===== config.mk =====
export PLATFORM = sky130hd
export DESIGN_NAME = alu_backend
export DESIGN_NICKNAME = d
export VERILOG_FILES = /design/src/verilog/alu_pkg.sv /design/src/verilog/alu_ifs.sv /design/src/verilog/alu_decode.sv /design/src/verilog/alu_iqueue.sv /design/src/verilog/alu_execute.sv /design/src/verilog/alu_result.sv /design/src/verilog/alu_backend.sv
export SDC_FILE = /design/constraint.sdc
export NUM_CORES = 2
export LEC_CHECK = 0
export BUFFER_PORTS_ARGS = -buffer_cell sky130_fd_sc_hd__buf_4
export CAP_MARGIN = 10
export CORE_AREA = 2 2 390 392
export DETAILED_ROUTE_END_ITERATION = 7
export DIE_AREA = 0 0 392 394
export GPL_TIMING_DRIVEN = 0
export PLACE_DENSITY = 0.81
export SLEW_MARGIN = 20
export SYNTH_ARGS = -nofsm -noshare
export SYNTH_HDL_FRONTEND = slang
export SYNTH_HIERARCHICAL = 1
export SYNTH_SLANG_ARGS = --single-unit

===== constraint.sdc =====
create_clock -name clk -period 20.2 [get_ports clk]
set_input_delay 4.04 -clock clk [delete_from_list [all_inputs] [get_ports clk]]
set_output_delay 4.04 -clock clk [all_outputs]
set_load 0.02 [all_outputs]

===== src/verilog/alu_pkg.sv =====
package alu_pkg;

	// data path width
	parameter int XLEN = 32;

	// architectural register count, register 0 reads as zero
	parameter int NREG = 32;

	typedef logic [XLEN-1:0] word_t;

	// register tag
	typedef logic [$clog2(NREG)-1:0] preg_t;

	// wrap bit on top of a 4 bit index
	typedef logic [4:0] age_t;

	typedef enum logic [3:0] {
		OP_ADD,
		OP_SUB,
		OP_AND,
		OP_OR,
		OP_XOR,
		OP_SLT,
		OP_SLL,
		OP_SRL
	} alu_op_t;

	// register-register layout
	typedef struct packed {
		logic [6:0] funct7;
		preg_t      rs2;
		preg_t      rs1;
		logic [2:0] funct3;
		preg_t      rd;
		logic [6:0] opcode;
	} insn_r_t;

	// register-immediate layout
	typedef struct packed {
		logic [11:0] imm;
		preg_t       rs1;
		logic [2:0]  funct3;
		preg_t       rd;
		logic [6:0]  opcode;
	} insn_i_t;

	// same 32 bit word seen both ways
	typedef union packed {
		insn_r_t r;
		insn_i_t i;
	} insn_t;

	// one issue queue slot as written by decode
	typedef struct packed {
		alu_op_t op;
		logic    use_imm;
		word_t   imm;
		preg_t   dst;
		age_t    age;
		preg_t   src1;
		logic    src1_ready;
		preg_t   src2;
		logic    src2_ready;
	} iq_entry_t;

endpackage


===== src/verilog/alu_ifs.sv =====
`timescale 1ns/1ps

// decode to issue queue, one beat per accepted instruction
interface iq_write_if;
	logic               valid;
	alu_pkg::iq_entry_t entry;

	modport sender (
		output valid,
		output entry
	);

	modport receiver (
		input valid,
		input entry
	);
endinterface

// issue queue to execute, driven from the chosen slot
interface issue_if;
	logic             valid;
	alu_pkg::alu_op_t op;
	logic             use_imm;
	alu_pkg::word_t   imm;
	alu_pkg::preg_t   dst;
	alu_pkg::preg_t   src1;
	alu_pkg::preg_t   src2;

	modport sender (
		output valid, op, use_imm, imm, dst, src1, src2
	);

	modport receiver (
		input valid, op, use_imm, imm, dst, src1, src2
	);
endinterface


===== src/verilog/alu_decode.sv =====
`timescale 1ns/1ps

module alu_decode (
	input  logic            clk,
	input  logic            reset,
	input  logic            in_valid,
	input  alu_pkg::word_t  in_insn,
	input  logic            full,
	input  logic            wake_valid,
	input  alu_pkg::preg_t  wake_preg,
	output logic            illegal,
	iq_write_if.sender      wr
);
	localparam logic [6:0] OPC_OP     = 7'b0110011;
	localparam logic [6:0] OPC_OP_IMM = 7'b0010011;

	alu_pkg::insn_t   insn;
	alu_pkg::alu_op_t op;
	logic             legal;
	logic             is_imm;
	logic             accept;
	alu_pkg::preg_t   src2;
	logic [alu_pkg::NREG-1:0] busy;
	alu_pkg::age_t    age_ptr;

	// ready if never busy or woken this very cycle
	function automatic logic src_ready(alu_pkg::preg_t p);
		return (p == '0) || !busy[p] || (wake_valid && wake_preg == p);
	endfunction

	assign insn = in_insn;

	always_comb begin
		legal = 1'b0;
		is_imm = 1'b0;
		op = alu_pkg::OP_ADD;
		case (insn.r.opcode)
			OPC_OP: begin
				// funct7 zero, or 0100000 only for sub
				legal = (insn.r.funct7 == 7'b0) ||
					(insn.r.funct7 == 7'b0100000 && insn.r.funct3 == 3'b000);
				case (insn.r.funct3)
					3'b000: op = insn.r.funct7[5] ? alu_pkg::OP_SUB : alu_pkg::OP_ADD;
					3'b001: op = alu_pkg::OP_SLL;
					3'b010: op = alu_pkg::OP_SLT;
					3'b100: op = alu_pkg::OP_XOR;
					3'b101: op = alu_pkg::OP_SRL;
					3'b110: op = alu_pkg::OP_OR;
					3'b111: op = alu_pkg::OP_AND;
					// sltu not supported
					default: legal = 1'b0;
				endcase
			end
			OPC_OP_IMM: begin
				is_imm = 1'b1;
				legal = 1'b1;
				case (insn.i.funct3)
					3'b000: op = alu_pkg::OP_ADD;
					3'b010: op = alu_pkg::OP_SLT;
					3'b100: op = alu_pkg::OP_XOR;
					3'b110: op = alu_pkg::OP_OR;
					3'b111: op = alu_pkg::OP_AND;
					3'b001: begin
						op = alu_pkg::OP_SLL;
						legal = (insn.i.imm[11:5] == 7'b0);
					end
					3'b101: begin
						// srai has bit 10 set, rejected here
						op = alu_pkg::OP_SRL;
						legal = (insn.i.imm[11:5] == 7'b0);
					end
					default: legal = 1'b0;
				endcase
			end
			default: legal = 1'b0;
		endcase
	end

	assign illegal = in_valid && !legal;
	// dropped silently when the queue has no free slot
	assign accept = in_valid && legal && !full;
	// immediate forms read register 0 as second source
	assign src2 = is_imm ? '0 : insn.r.rs2;

	assign wr.valid = accept;
	assign wr.entry.op = op;
	assign wr.entry.use_imm = is_imm;
	assign wr.entry.imm = is_imm ?
		{{(alu_pkg::XLEN-12){insn.i.imm[11]}}, insn.i.imm} : '0;
	assign wr.entry.dst = insn.r.rd;
	assign wr.entry.age = age_ptr;
	assign wr.entry.src1 = insn.r.rs1;
	assign wr.entry.src1_ready = src_ready(insn.r.rs1);
	assign wr.entry.src2 = src2;
	assign wr.entry.src2_ready = src_ready(src2);

	always_ff @(posedge clk) begin
		if (reset) begin
			busy <= '0;
			age_ptr <= '0;
		end else begin
			// clear first so a new producer of the same reg wins
			if (wake_valid)
				busy[wake_preg] <= 1'b0;
			if (accept && insn.r.rd != '0)
				busy[insn.r.rd] <= 1'b1;
			if (accept)
				age_ptr <= age_ptr + 1'b1;
		end
	end
endmodule


===== src/verilog/alu_iqueue.sv =====
`timescale 1ns/1ps

module alu_iqueue #(
	parameter int QLEN = 8
) (
	input  logic           clk,
	input  logic           reset,
	iq_write_if.receiver   wr,
	input  logic           wake_valid,
	input  alu_pkg::preg_t wake_preg,
	issue_if.sender        iss,
	output logic           full
);
	// QLEN is taken as a power of two
	localparam int LVL = $clog2(QLEN);

	// slot payload
	alu_pkg::alu_op_t op_q [QLEN];
	logic             imm_sel [QLEN];
	alu_pkg::word_t   imm_q [QLEN];
	alu_pkg::preg_t   dst_q [QLEN];
	alu_pkg::age_t    age_q [QLEN];
	alu_pkg::preg_t   s1_q [QLEN];
	alu_pkg::preg_t   s2_q [QLEN];

	// slot control
	logic [QLEN-1:0] v, v_nxt;
	logic [QLEN-1:0] r1, r1_nxt;
	logic [QLEN-1:0] r2, r2_nxt;

	logic [LVL-1:0] fl;
	logic [LVL-1:0] chosen;

	// select tree, level 0 is the slots themselves
	logic           sel_v [LVL+1][QLEN];
	logic [LVL-1:0] sel_id [LVL+1][QLEN];
	alu_pkg::age_t  sel_age [LVL+1][QLEN];

	// wrap bit flips the sense of the index compare
	function automatic logic is_older(logic va, alu_pkg::age_t aa, logic vb, alu_pkg::age_t ab);
		if (va && vb)
			return (aa[$bits(alu_pkg::age_t)-1] == ab[$bits(alu_pkg::age_t)-1]) ^
				(aa[$bits(alu_pkg::age_t)-2:0] > ab[$bits(alu_pkg::age_t)-2:0]);
		return va;
	endfunction

	// lowest free slot, last hit in the loop wins
	always_comb begin
		fl = '0;
		for (int i = QLEN - 1; i >= 0; i--) begin
			if (!v[i])
				fl = LVL'(i);
		end
	end

	assign full = &v;

	for (genvar i = 0; i < QLEN; i++) begin : g_leaf
		assign sel_v[0][i] = v[i] && r1[i] && r2[i];
		assign sel_id[0][i] = LVL'(i);
		assign sel_age[0][i] = age_q[i];
	end

	for (genvar l = 0; l < LVL; l++) begin : g_lvl
		for (genvar j = 0; j < (QLEN >> l); j += 2) begin : g_node
			logic pick_a;
			assign pick_a = is_older(sel_v[l][j], sel_age[l][j],
				sel_v[l][j+1], sel_age[l][j+1]);
			assign sel_v[l+1][j>>1] = pick_a ? sel_v[l][j] : sel_v[l][j+1];
			assign sel_id[l+1][j>>1] = pick_a ? sel_id[l][j] : sel_id[l][j+1];
			assign sel_age[l+1][j>>1] = pick_a ? sel_age[l][j] : sel_age[l][j+1];
		end
	end

	assign chosen = sel_id[LVL][0];

	// chosen slot straight onto the issue port
	assign iss.valid = sel_v[LVL][0];
	assign iss.op = op_q[chosen];
	assign iss.use_imm = imm_sel[chosen];
	assign iss.imm = imm_q[chosen];
	assign iss.dst = dst_q[chosen];
	assign iss.src1 = s1_q[chosen];
	assign iss.src2 = s2_q[chosen];

	always_comb begin
		v_nxt = v;
		r1_nxt = r1;
		r2_nxt = r2;
		// wake against stored tags
		for (int i = 0; i < QLEN; i++) begin
			if (wake_valid && s1_q[i] == wake_preg)
				r1_nxt[i] = 1'b1;
			if (wake_valid && s2_q[i] == wake_preg)
				r2_nxt[i] = 1'b1;
		end
		// new slot, decode already folded in this cycle's wake
		if (wr.valid) begin
			v_nxt[fl] = 1'b1;
			r1_nxt[fl] = wr.entry.src1_ready;
			r2_nxt[fl] = wr.entry.src2_ready;
		end
		// free on issue
		if (iss.valid)
			v_nxt[chosen] = 1'b0;
	end

	always_ff @(posedge clk) begin
		if (reset) begin
			v <= '0;
			r1 <= '0;
			r2 <= '0;
		end else begin
			v <= v_nxt;
			r1 <= r1_nxt;
			r2 <= r2_nxt;
		end
	end

	always_ff @(posedge clk) begin
		if (wr.valid) begin
			op_q[fl] <= wr.entry.op;
			imm_sel[fl] <= wr.entry.use_imm;
			imm_q[fl] <= wr.entry.imm;
			dst_q[fl] <= wr.entry.dst;
			age_q[fl] <= wr.entry.age;
			s1_q[fl] <= wr.entry.src1;
			s2_q[fl] <= wr.entry.src2;
		end
	end
endmodule


===== src/verilog/alu_execute.sv =====
`timescale 1ns/1ps

module alu_execute (
	input  logic            clk,
	input  logic            reset,
	issue_if.receiver       iss,
	output alu_pkg::preg_t  rs1_preg,
	output alu_pkg::preg_t  rs2_preg,
	input  alu_pkg::word_t  rs1_data,
	input  alu_pkg::word_t  rs2_data,
	output logic            res_valid,
	output alu_pkg::preg_t  res_dst,
	output alu_pkg::word_t  res_data
);
	// issue register
	logic             valid_q;
	alu_pkg::alu_op_t op_q;
	logic             use_imm_q;
	alu_pkg::word_t   imm_q;
	alu_pkg::preg_t   dst_q;
	alu_pkg::preg_t   src1_q;
	alu_pkg::preg_t   src2_q;

	alu_pkg::word_t   opa;
	alu_pkg::word_t   opb;

	// no stall, capture every edge
	always_ff @(posedge clk) begin
		if (reset)
			valid_q <= 1'b0;
		else
			valid_q <= iss.valid;
	end

	always_ff @(posedge clk) begin
		op_q <= iss.op;
		use_imm_q <= iss.use_imm;
		imm_q <= iss.imm;
		dst_q <= iss.dst;
		src1_q <= iss.src1;
		src2_q <= iss.src2;
	end

	// register file read tags
	assign rs1_preg = src1_q;
	assign rs2_preg = src2_q;

	assign opa = rs1_data;
	assign opb = use_imm_q ? imm_q : rs2_data;

	always_comb begin
		case (op_q)
			alu_pkg::OP_ADD: res_data = opa + opb;
			alu_pkg::OP_SUB: res_data = opa - opb;
			alu_pkg::OP_AND: res_data = opa & opb;
			alu_pkg::OP_OR:  res_data = opa | opb;
			alu_pkg::OP_XOR: res_data = opa ^ opb;
			// signed compare
			alu_pkg::OP_SLT: res_data = alu_pkg::word_t'($signed(opa) < $signed(opb));
			// shift amount is low 5 bits
			alu_pkg::OP_SLL: res_data = opa << opb[4:0];
			alu_pkg::OP_SRL: res_data = opa >> opb[4:0];
			default:         res_data = '0;
		endcase
	end

	assign res_valid = valid_q;
	assign res_dst = dst_q;
endmodule


===== src/verilog/alu_result.sv =====
`timescale 1ns/1ps

module alu_result (
	input  logic            clk,
	input  logic            reset,
	input  alu_pkg::preg_t  rs1_preg,
	input  alu_pkg::preg_t  rs2_preg,
	output alu_pkg::word_t  rs1_data,
	output alu_pkg::word_t  rs2_data,
	input  logic            res_valid,
	input  alu_pkg::preg_t  res_dst,
	input  alu_pkg::word_t  res_data,
	output logic            out_valid,
	output alu_pkg::preg_t  out_dst,
	output alu_pkg::word_t  out_data,
	output logic            wake_valid,
	output alu_pkg::preg_t  wake_preg
);
	alu_pkg::word_t regs [alu_pkg::NREG];

	// register 0 stays at its reset value
	always_ff @(posedge clk) begin
		if (reset) begin
			for (int i = 0; i < alu_pkg::NREG; i++)
				regs[i] <= '0;
		end else if (res_valid && res_dst != '0) begin
			regs[res_dst] <= res_data;
		end
	end

	// asynchronous read for the execute stage
	assign rs1_data = regs[rs1_preg];
	assign rs2_data = regs[rs2_preg];

	always_ff @(posedge clk) begin
		if (reset)
			out_valid <= 1'b0;
		else
			out_valid <= res_valid;
	end

	always_ff @(posedge clk) begin
		out_dst <= res_dst;
		out_data <= res_data;
	end

	// wake mirrors the output beat, same cycle
	assign wake_valid = out_valid;
	assign wake_preg = out_dst;
endmodule


===== src/verilog/alu_backend.sv =====
`timescale 1ns/1ps

module alu_backend #(
	parameter int QLEN = 8
) (
	input  logic            clk,
	input  logic            reset,
	input  logic            in_valid,
	input  alu_pkg::word_t  in_insn,
	output logic            full,
	output logic            illegal,
	output logic            out_valid,
	output alu_pkg::preg_t  out_dst,
	output alu_pkg::word_t  out_data
);
	iq_write_if wr_bus ();
	issue_if    iss_bus ();

	// wake bus from result
	logic           wake_valid;
	alu_pkg::preg_t wake_preg;

	// execute to register file and result stage
	alu_pkg::preg_t rs1_preg;
	alu_pkg::preg_t rs2_preg;
	alu_pkg::word_t rs1_data;
	alu_pkg::word_t rs2_data;
	logic           res_valid;
	alu_pkg::preg_t res_dst;
	alu_pkg::word_t res_data;

	alu_decode u_decode (
		.clk        (clk),
		.reset      (reset),
		.in_valid   (in_valid),
		.in_insn    (in_insn),
		.full       (full),
		.wake_valid (wake_valid),
		.wake_preg  (wake_preg),
		.illegal    (illegal),
		.wr         (wr_bus.sender)
	);

	alu_iqueue #(
		.QLEN (QLEN)
	) u_iqueue (
		.clk        (clk),
		.reset      (reset),
		.wr         (wr_bus.receiver),
		.wake_valid (wake_valid),
		.wake_preg  (wake_preg),
		.iss        (iss_bus.sender),
		.full       (full)
	);

	alu_execute u_execute (
		.clk       (clk),
		.reset     (reset),
		.iss       (iss_bus.receiver),
		.rs1_preg  (rs1_preg),
		.rs2_preg  (rs2_preg),
		.rs1_data  (rs1_data),
		.rs2_data  (rs2_data),
		.res_valid (res_valid),
		.res_dst   (res_dst),
		.res_data  (res_data)
	);

	alu_result u_result (
		.clk        (clk),
		.reset      (reset),
		.rs1_preg   (rs1_preg),
		.rs2_preg   (rs2_preg),
		.rs1_data   (rs1_data),
		.rs2_data   (rs2_data),
		.res_valid  (res_valid),
		.res_dst    (res_dst),
		.res_data   (res_data),
		.out_valid  (out_valid),
		.out_dst    (out_dst),
		.out_data   (out_data),
		.wake_valid (wake_valid),
		.wake_preg  (wake_preg)
	);
endmodule


==> results.yml <==
run_status:
  status: "finished, violations left"
  failed_checks: "DRC"
synthesis:
  syn_avg_cell_area_um2: 11.8
  synthCells: 7628
  ys_async_sr_fraction_pct: 0
  yosysWarnings: 6
  yosys-top-cells-count: "edfxtp_1 (1480), mux2i_1 (1338), and2_1 (950)"
  synth_cell_types: 111
  ys_top_cells_by_area: "edfxtp_1 (50%), mux2i_1 (15%), and2_1 (6.6%), dfxtp_1 (3.4%), a21oi_1 (2.0%)"
  yosysSeqAreaShare_pct: 52.9
  netlist_area_um2: 89700
  synth.top_cell.area_share_pct: 49.5
  yosysMostFrequentCell: "edfxtp_1"
  synth_ff_type: "edfxtp_1"
  synth_area_leader_cell: "edfxtp_1"
  ys_ff_latch: 1632
  synth_edf_count: 1480
sta:
  hold_viol: 0
  finalSetupTns_ns: 0
  fmax_ghz: 0.0995
  worst_pin_slew_ns: 1.45
  finClkSkew_ns: 0.0464
  postLayoutSetupSlackWorst_ns: 10.15
  slew_violations: 0
  max_slew_margin_pct: 2.98
  setup_viol: 0
  fin_crit_ns: 10.05
  rsz0062_at_grt: "no"
  finalCritPeriodShare_pct: 49.8
global_route:
  antenna_found_initial: 28
  grt-busiest-layer: "met2"
  grt_pass1_vias: 67690
  met3_usage_pct: 16.1
  grt-ovfl-total: 0
  gr-usage-met2_pct: 67.0
  gr-usage-all-layers_pct: 45.7
  use_met1_pct: 55.0
  grt_max_degree: 44
  grt_pass1_wl_um: 497000
critical_path:
  end_kind: "flop"
  critical_path_class: "flop to flop"
  path_common_cell: "buf_2"
  required_ns: 20.77
  crit_slowest_cell: "clkbuf_1"
  cp.arrival_ns: 10.62
  cp_max_fo: 11
  cp-start-kind: "flop"
  cp_slowest_stage_delay_ns: 0.78
  cp_cell_sequence: "buf_2 > buf_4 > buf_2 > buf_2 > mux2i_1 > nand2_1 > nand3_1 > nand3_1 > mux2i_1 > buf_2 > buf_1 > clkbuf_1 > ha_1 > buf_2 > nor4b_1 > o21ai_0 > a21boi_0 > o211ai_1 > a31oi_1 > a21oi_1 > nor4b_1 > nand3b_1 > clkbuf_1 > and2_1"
clock_tree:
  htree_levels: 4
  clockRootBuffer: "clkbuf_16"
  cts_setup_buffers: 0
  cts-hold-fix-buffers: 0
  clock_sink_count: 1632
  clkTransAtPathRegs_ns: 0.06
  post_cts_resized: 0
  clk-insertion-delay-late_ns: 0.84
  cts_buffer_depth: 3
  cts_tree: "built"
  cts_buffers: 170
cells_and_area:
  nets: 8133
  area_growth_pct: 11.1
  final_cells: 10157
  drive_gt1_share_pct: 10.6
floorplanning:
  die_area_um2: 154000
  rows: 143
  die_h_um: 394
  die_w_um: 392
  io_pins: 75
  core_um2: 151000
  start_util_pct: 59.5
place:
  post-place-ws_ns: 10.65
  dp_hpwl_um: 260000
  gp_congestion: 1.06
  dp_cells: 9815
  portBuffers: 69
power_and_ir_drop:
  ir_worst_vdd_mv: 0.0875
  p_leak_uw: 0.0384
  p_per_area_nw_per_um2: 72.4
detailed_routing:
  drt_wl_total_um: 359000
  vias_per_cell: 6.93
  wl_per_cell_um: 35.4
  drt-pass1-iter-count: 8
  route.detailed.drc: 1
  ant_nets: 0
  first_iter_violations: 10606
  num_vias: 70372
worst_hold_path:
  hp-class: "flop to flop"
job:
  maxCapViolations: 0
==> layout make-up <==
cell class | count | area (um^2)
Timing Repair Buffer | 126 | 1330
Inverter | 131 | 497
Fill cell | 11277 | 51000
Tap cell | 2030 | 2540
Clock buffer | 228 | 4670
Clock inverter | 90 | 1070
Sequential cell | 1632 | 47500
Buffer | 664 | 3240
Antenna cell | 24 | 60.1
Multi-Input combinational cell | 5232 | 38800
==> state kept, by name (all words and copies together), names as in the netlist, 8 cells and up <==
| signal | count |
|---|---|
| u_result/regs | 1024 |
| u_iqueue/imm_q | 256 |
| u_iqueue/age_q | 40 |
| u_iqueue/dst_q | 40 |
| u_iqueue/s1_q | 40 |
| u_iqueue/s2_q | 40 |
| u_decode/busy | 32 |
| u_execute/imm_q | 32 |
| u_iqueue/op_q | 32 |
| u_result/out_data | 32 |
| u_iqueue/imm_sel | 8 |
| u_iqueue/r1 | 8 |
| u_iqueue/r2 | 8 |
| u_iqueue/v | 8 |
==> cells by family (layout without fill, tap and decap cells) <==
logic type	after synthesis	in the layout	synth area share, %
and+or+nand+nor	2233	2233	13.8
DFF	1632	1632	52.9
muxes	1379	1379	15.8
AOI/OAI and AO/OA	1318	1318	10.1
buffers and inverters	795	1239	4.16
adders and majority gates	141	141	1.98
xor gates and xnor gates	128	128	1.25
other	2	57	0.00837
==> where the power goes <==
group          switching (uW)  internal [uW]  leakage (uW)
clock network            1380           1860       0.00279
registers                41.8           3740        0.0155
logic                     145           57.7        0.0201
==> critical path, delay by kind of cell (launching register included) <==
family          cells  cell delay, ns
fa+ha+maj           1            0.38
flops               1            0.50
simple gates        7            2.49
compound gates      5            1.54
mux                 2            0.74
buf+inv             9            4.09
==> final timing paths <==
kind / from / end / slack (ns) / cells after the start
max: u_execute/rs2_preg[1]$_DFF_P_ / u_result/regs[31][29]$_SDFFCE_PN0P_ / 10.15 / 24
min: u_decode/busy[0]$_SDFF_PP0_ / u_decode/busy[0]$_SDFF_PP0_ / 0.48 / 2
max reg2reg: u_execute/rs2_preg[1]$_DFF_P_ / u_result/regs[31][29]$_SDFFCE_PN0P_ / 10.15 / 24
min reg2reg: u_decode/busy[0]$_SDFF_PP0_ / u_decode/busy[0]$_SDFF_PP0_ / 0.48 / 2
==> metal layers <==
| layer | vias up | part of all wire (%) |
|---|---|---|
| li1 | 28910 | - |
| met1 | 34454 | 34 |
| met2 | 5542 | 43 |
| met3 | 1440 | 13 |
| met4 | 26 | 9.6 |
| met5 | - | 0.053 |
==> through the flow <==
stage	total power (uW)	area, um^2	hold WS, ns	util, %
CTS	7200	99600	0.474	66.1
finish	7220	99600	0.484	66.1
floorplan	3950	89800	0.389	-
detailed placement	4040	93800	0.458	62.3
global route	7360	99600	0.501	66.1
global placement	4030	92900	0.444	61.6
==> placed cells by master, fill, tap and decap left out, types with 180 or more instances in the layout <==
cell,instances
a22oi_1,205
mux2i_1,1337
a21oi_1,360
clkbuf_1,408
and2_1,949
edfxtp_1,1480
nand2_1,379
nor2_1,210
buf_4,180
nand3_1,243
Note: power is estimated with default switching activity, not from simulation.
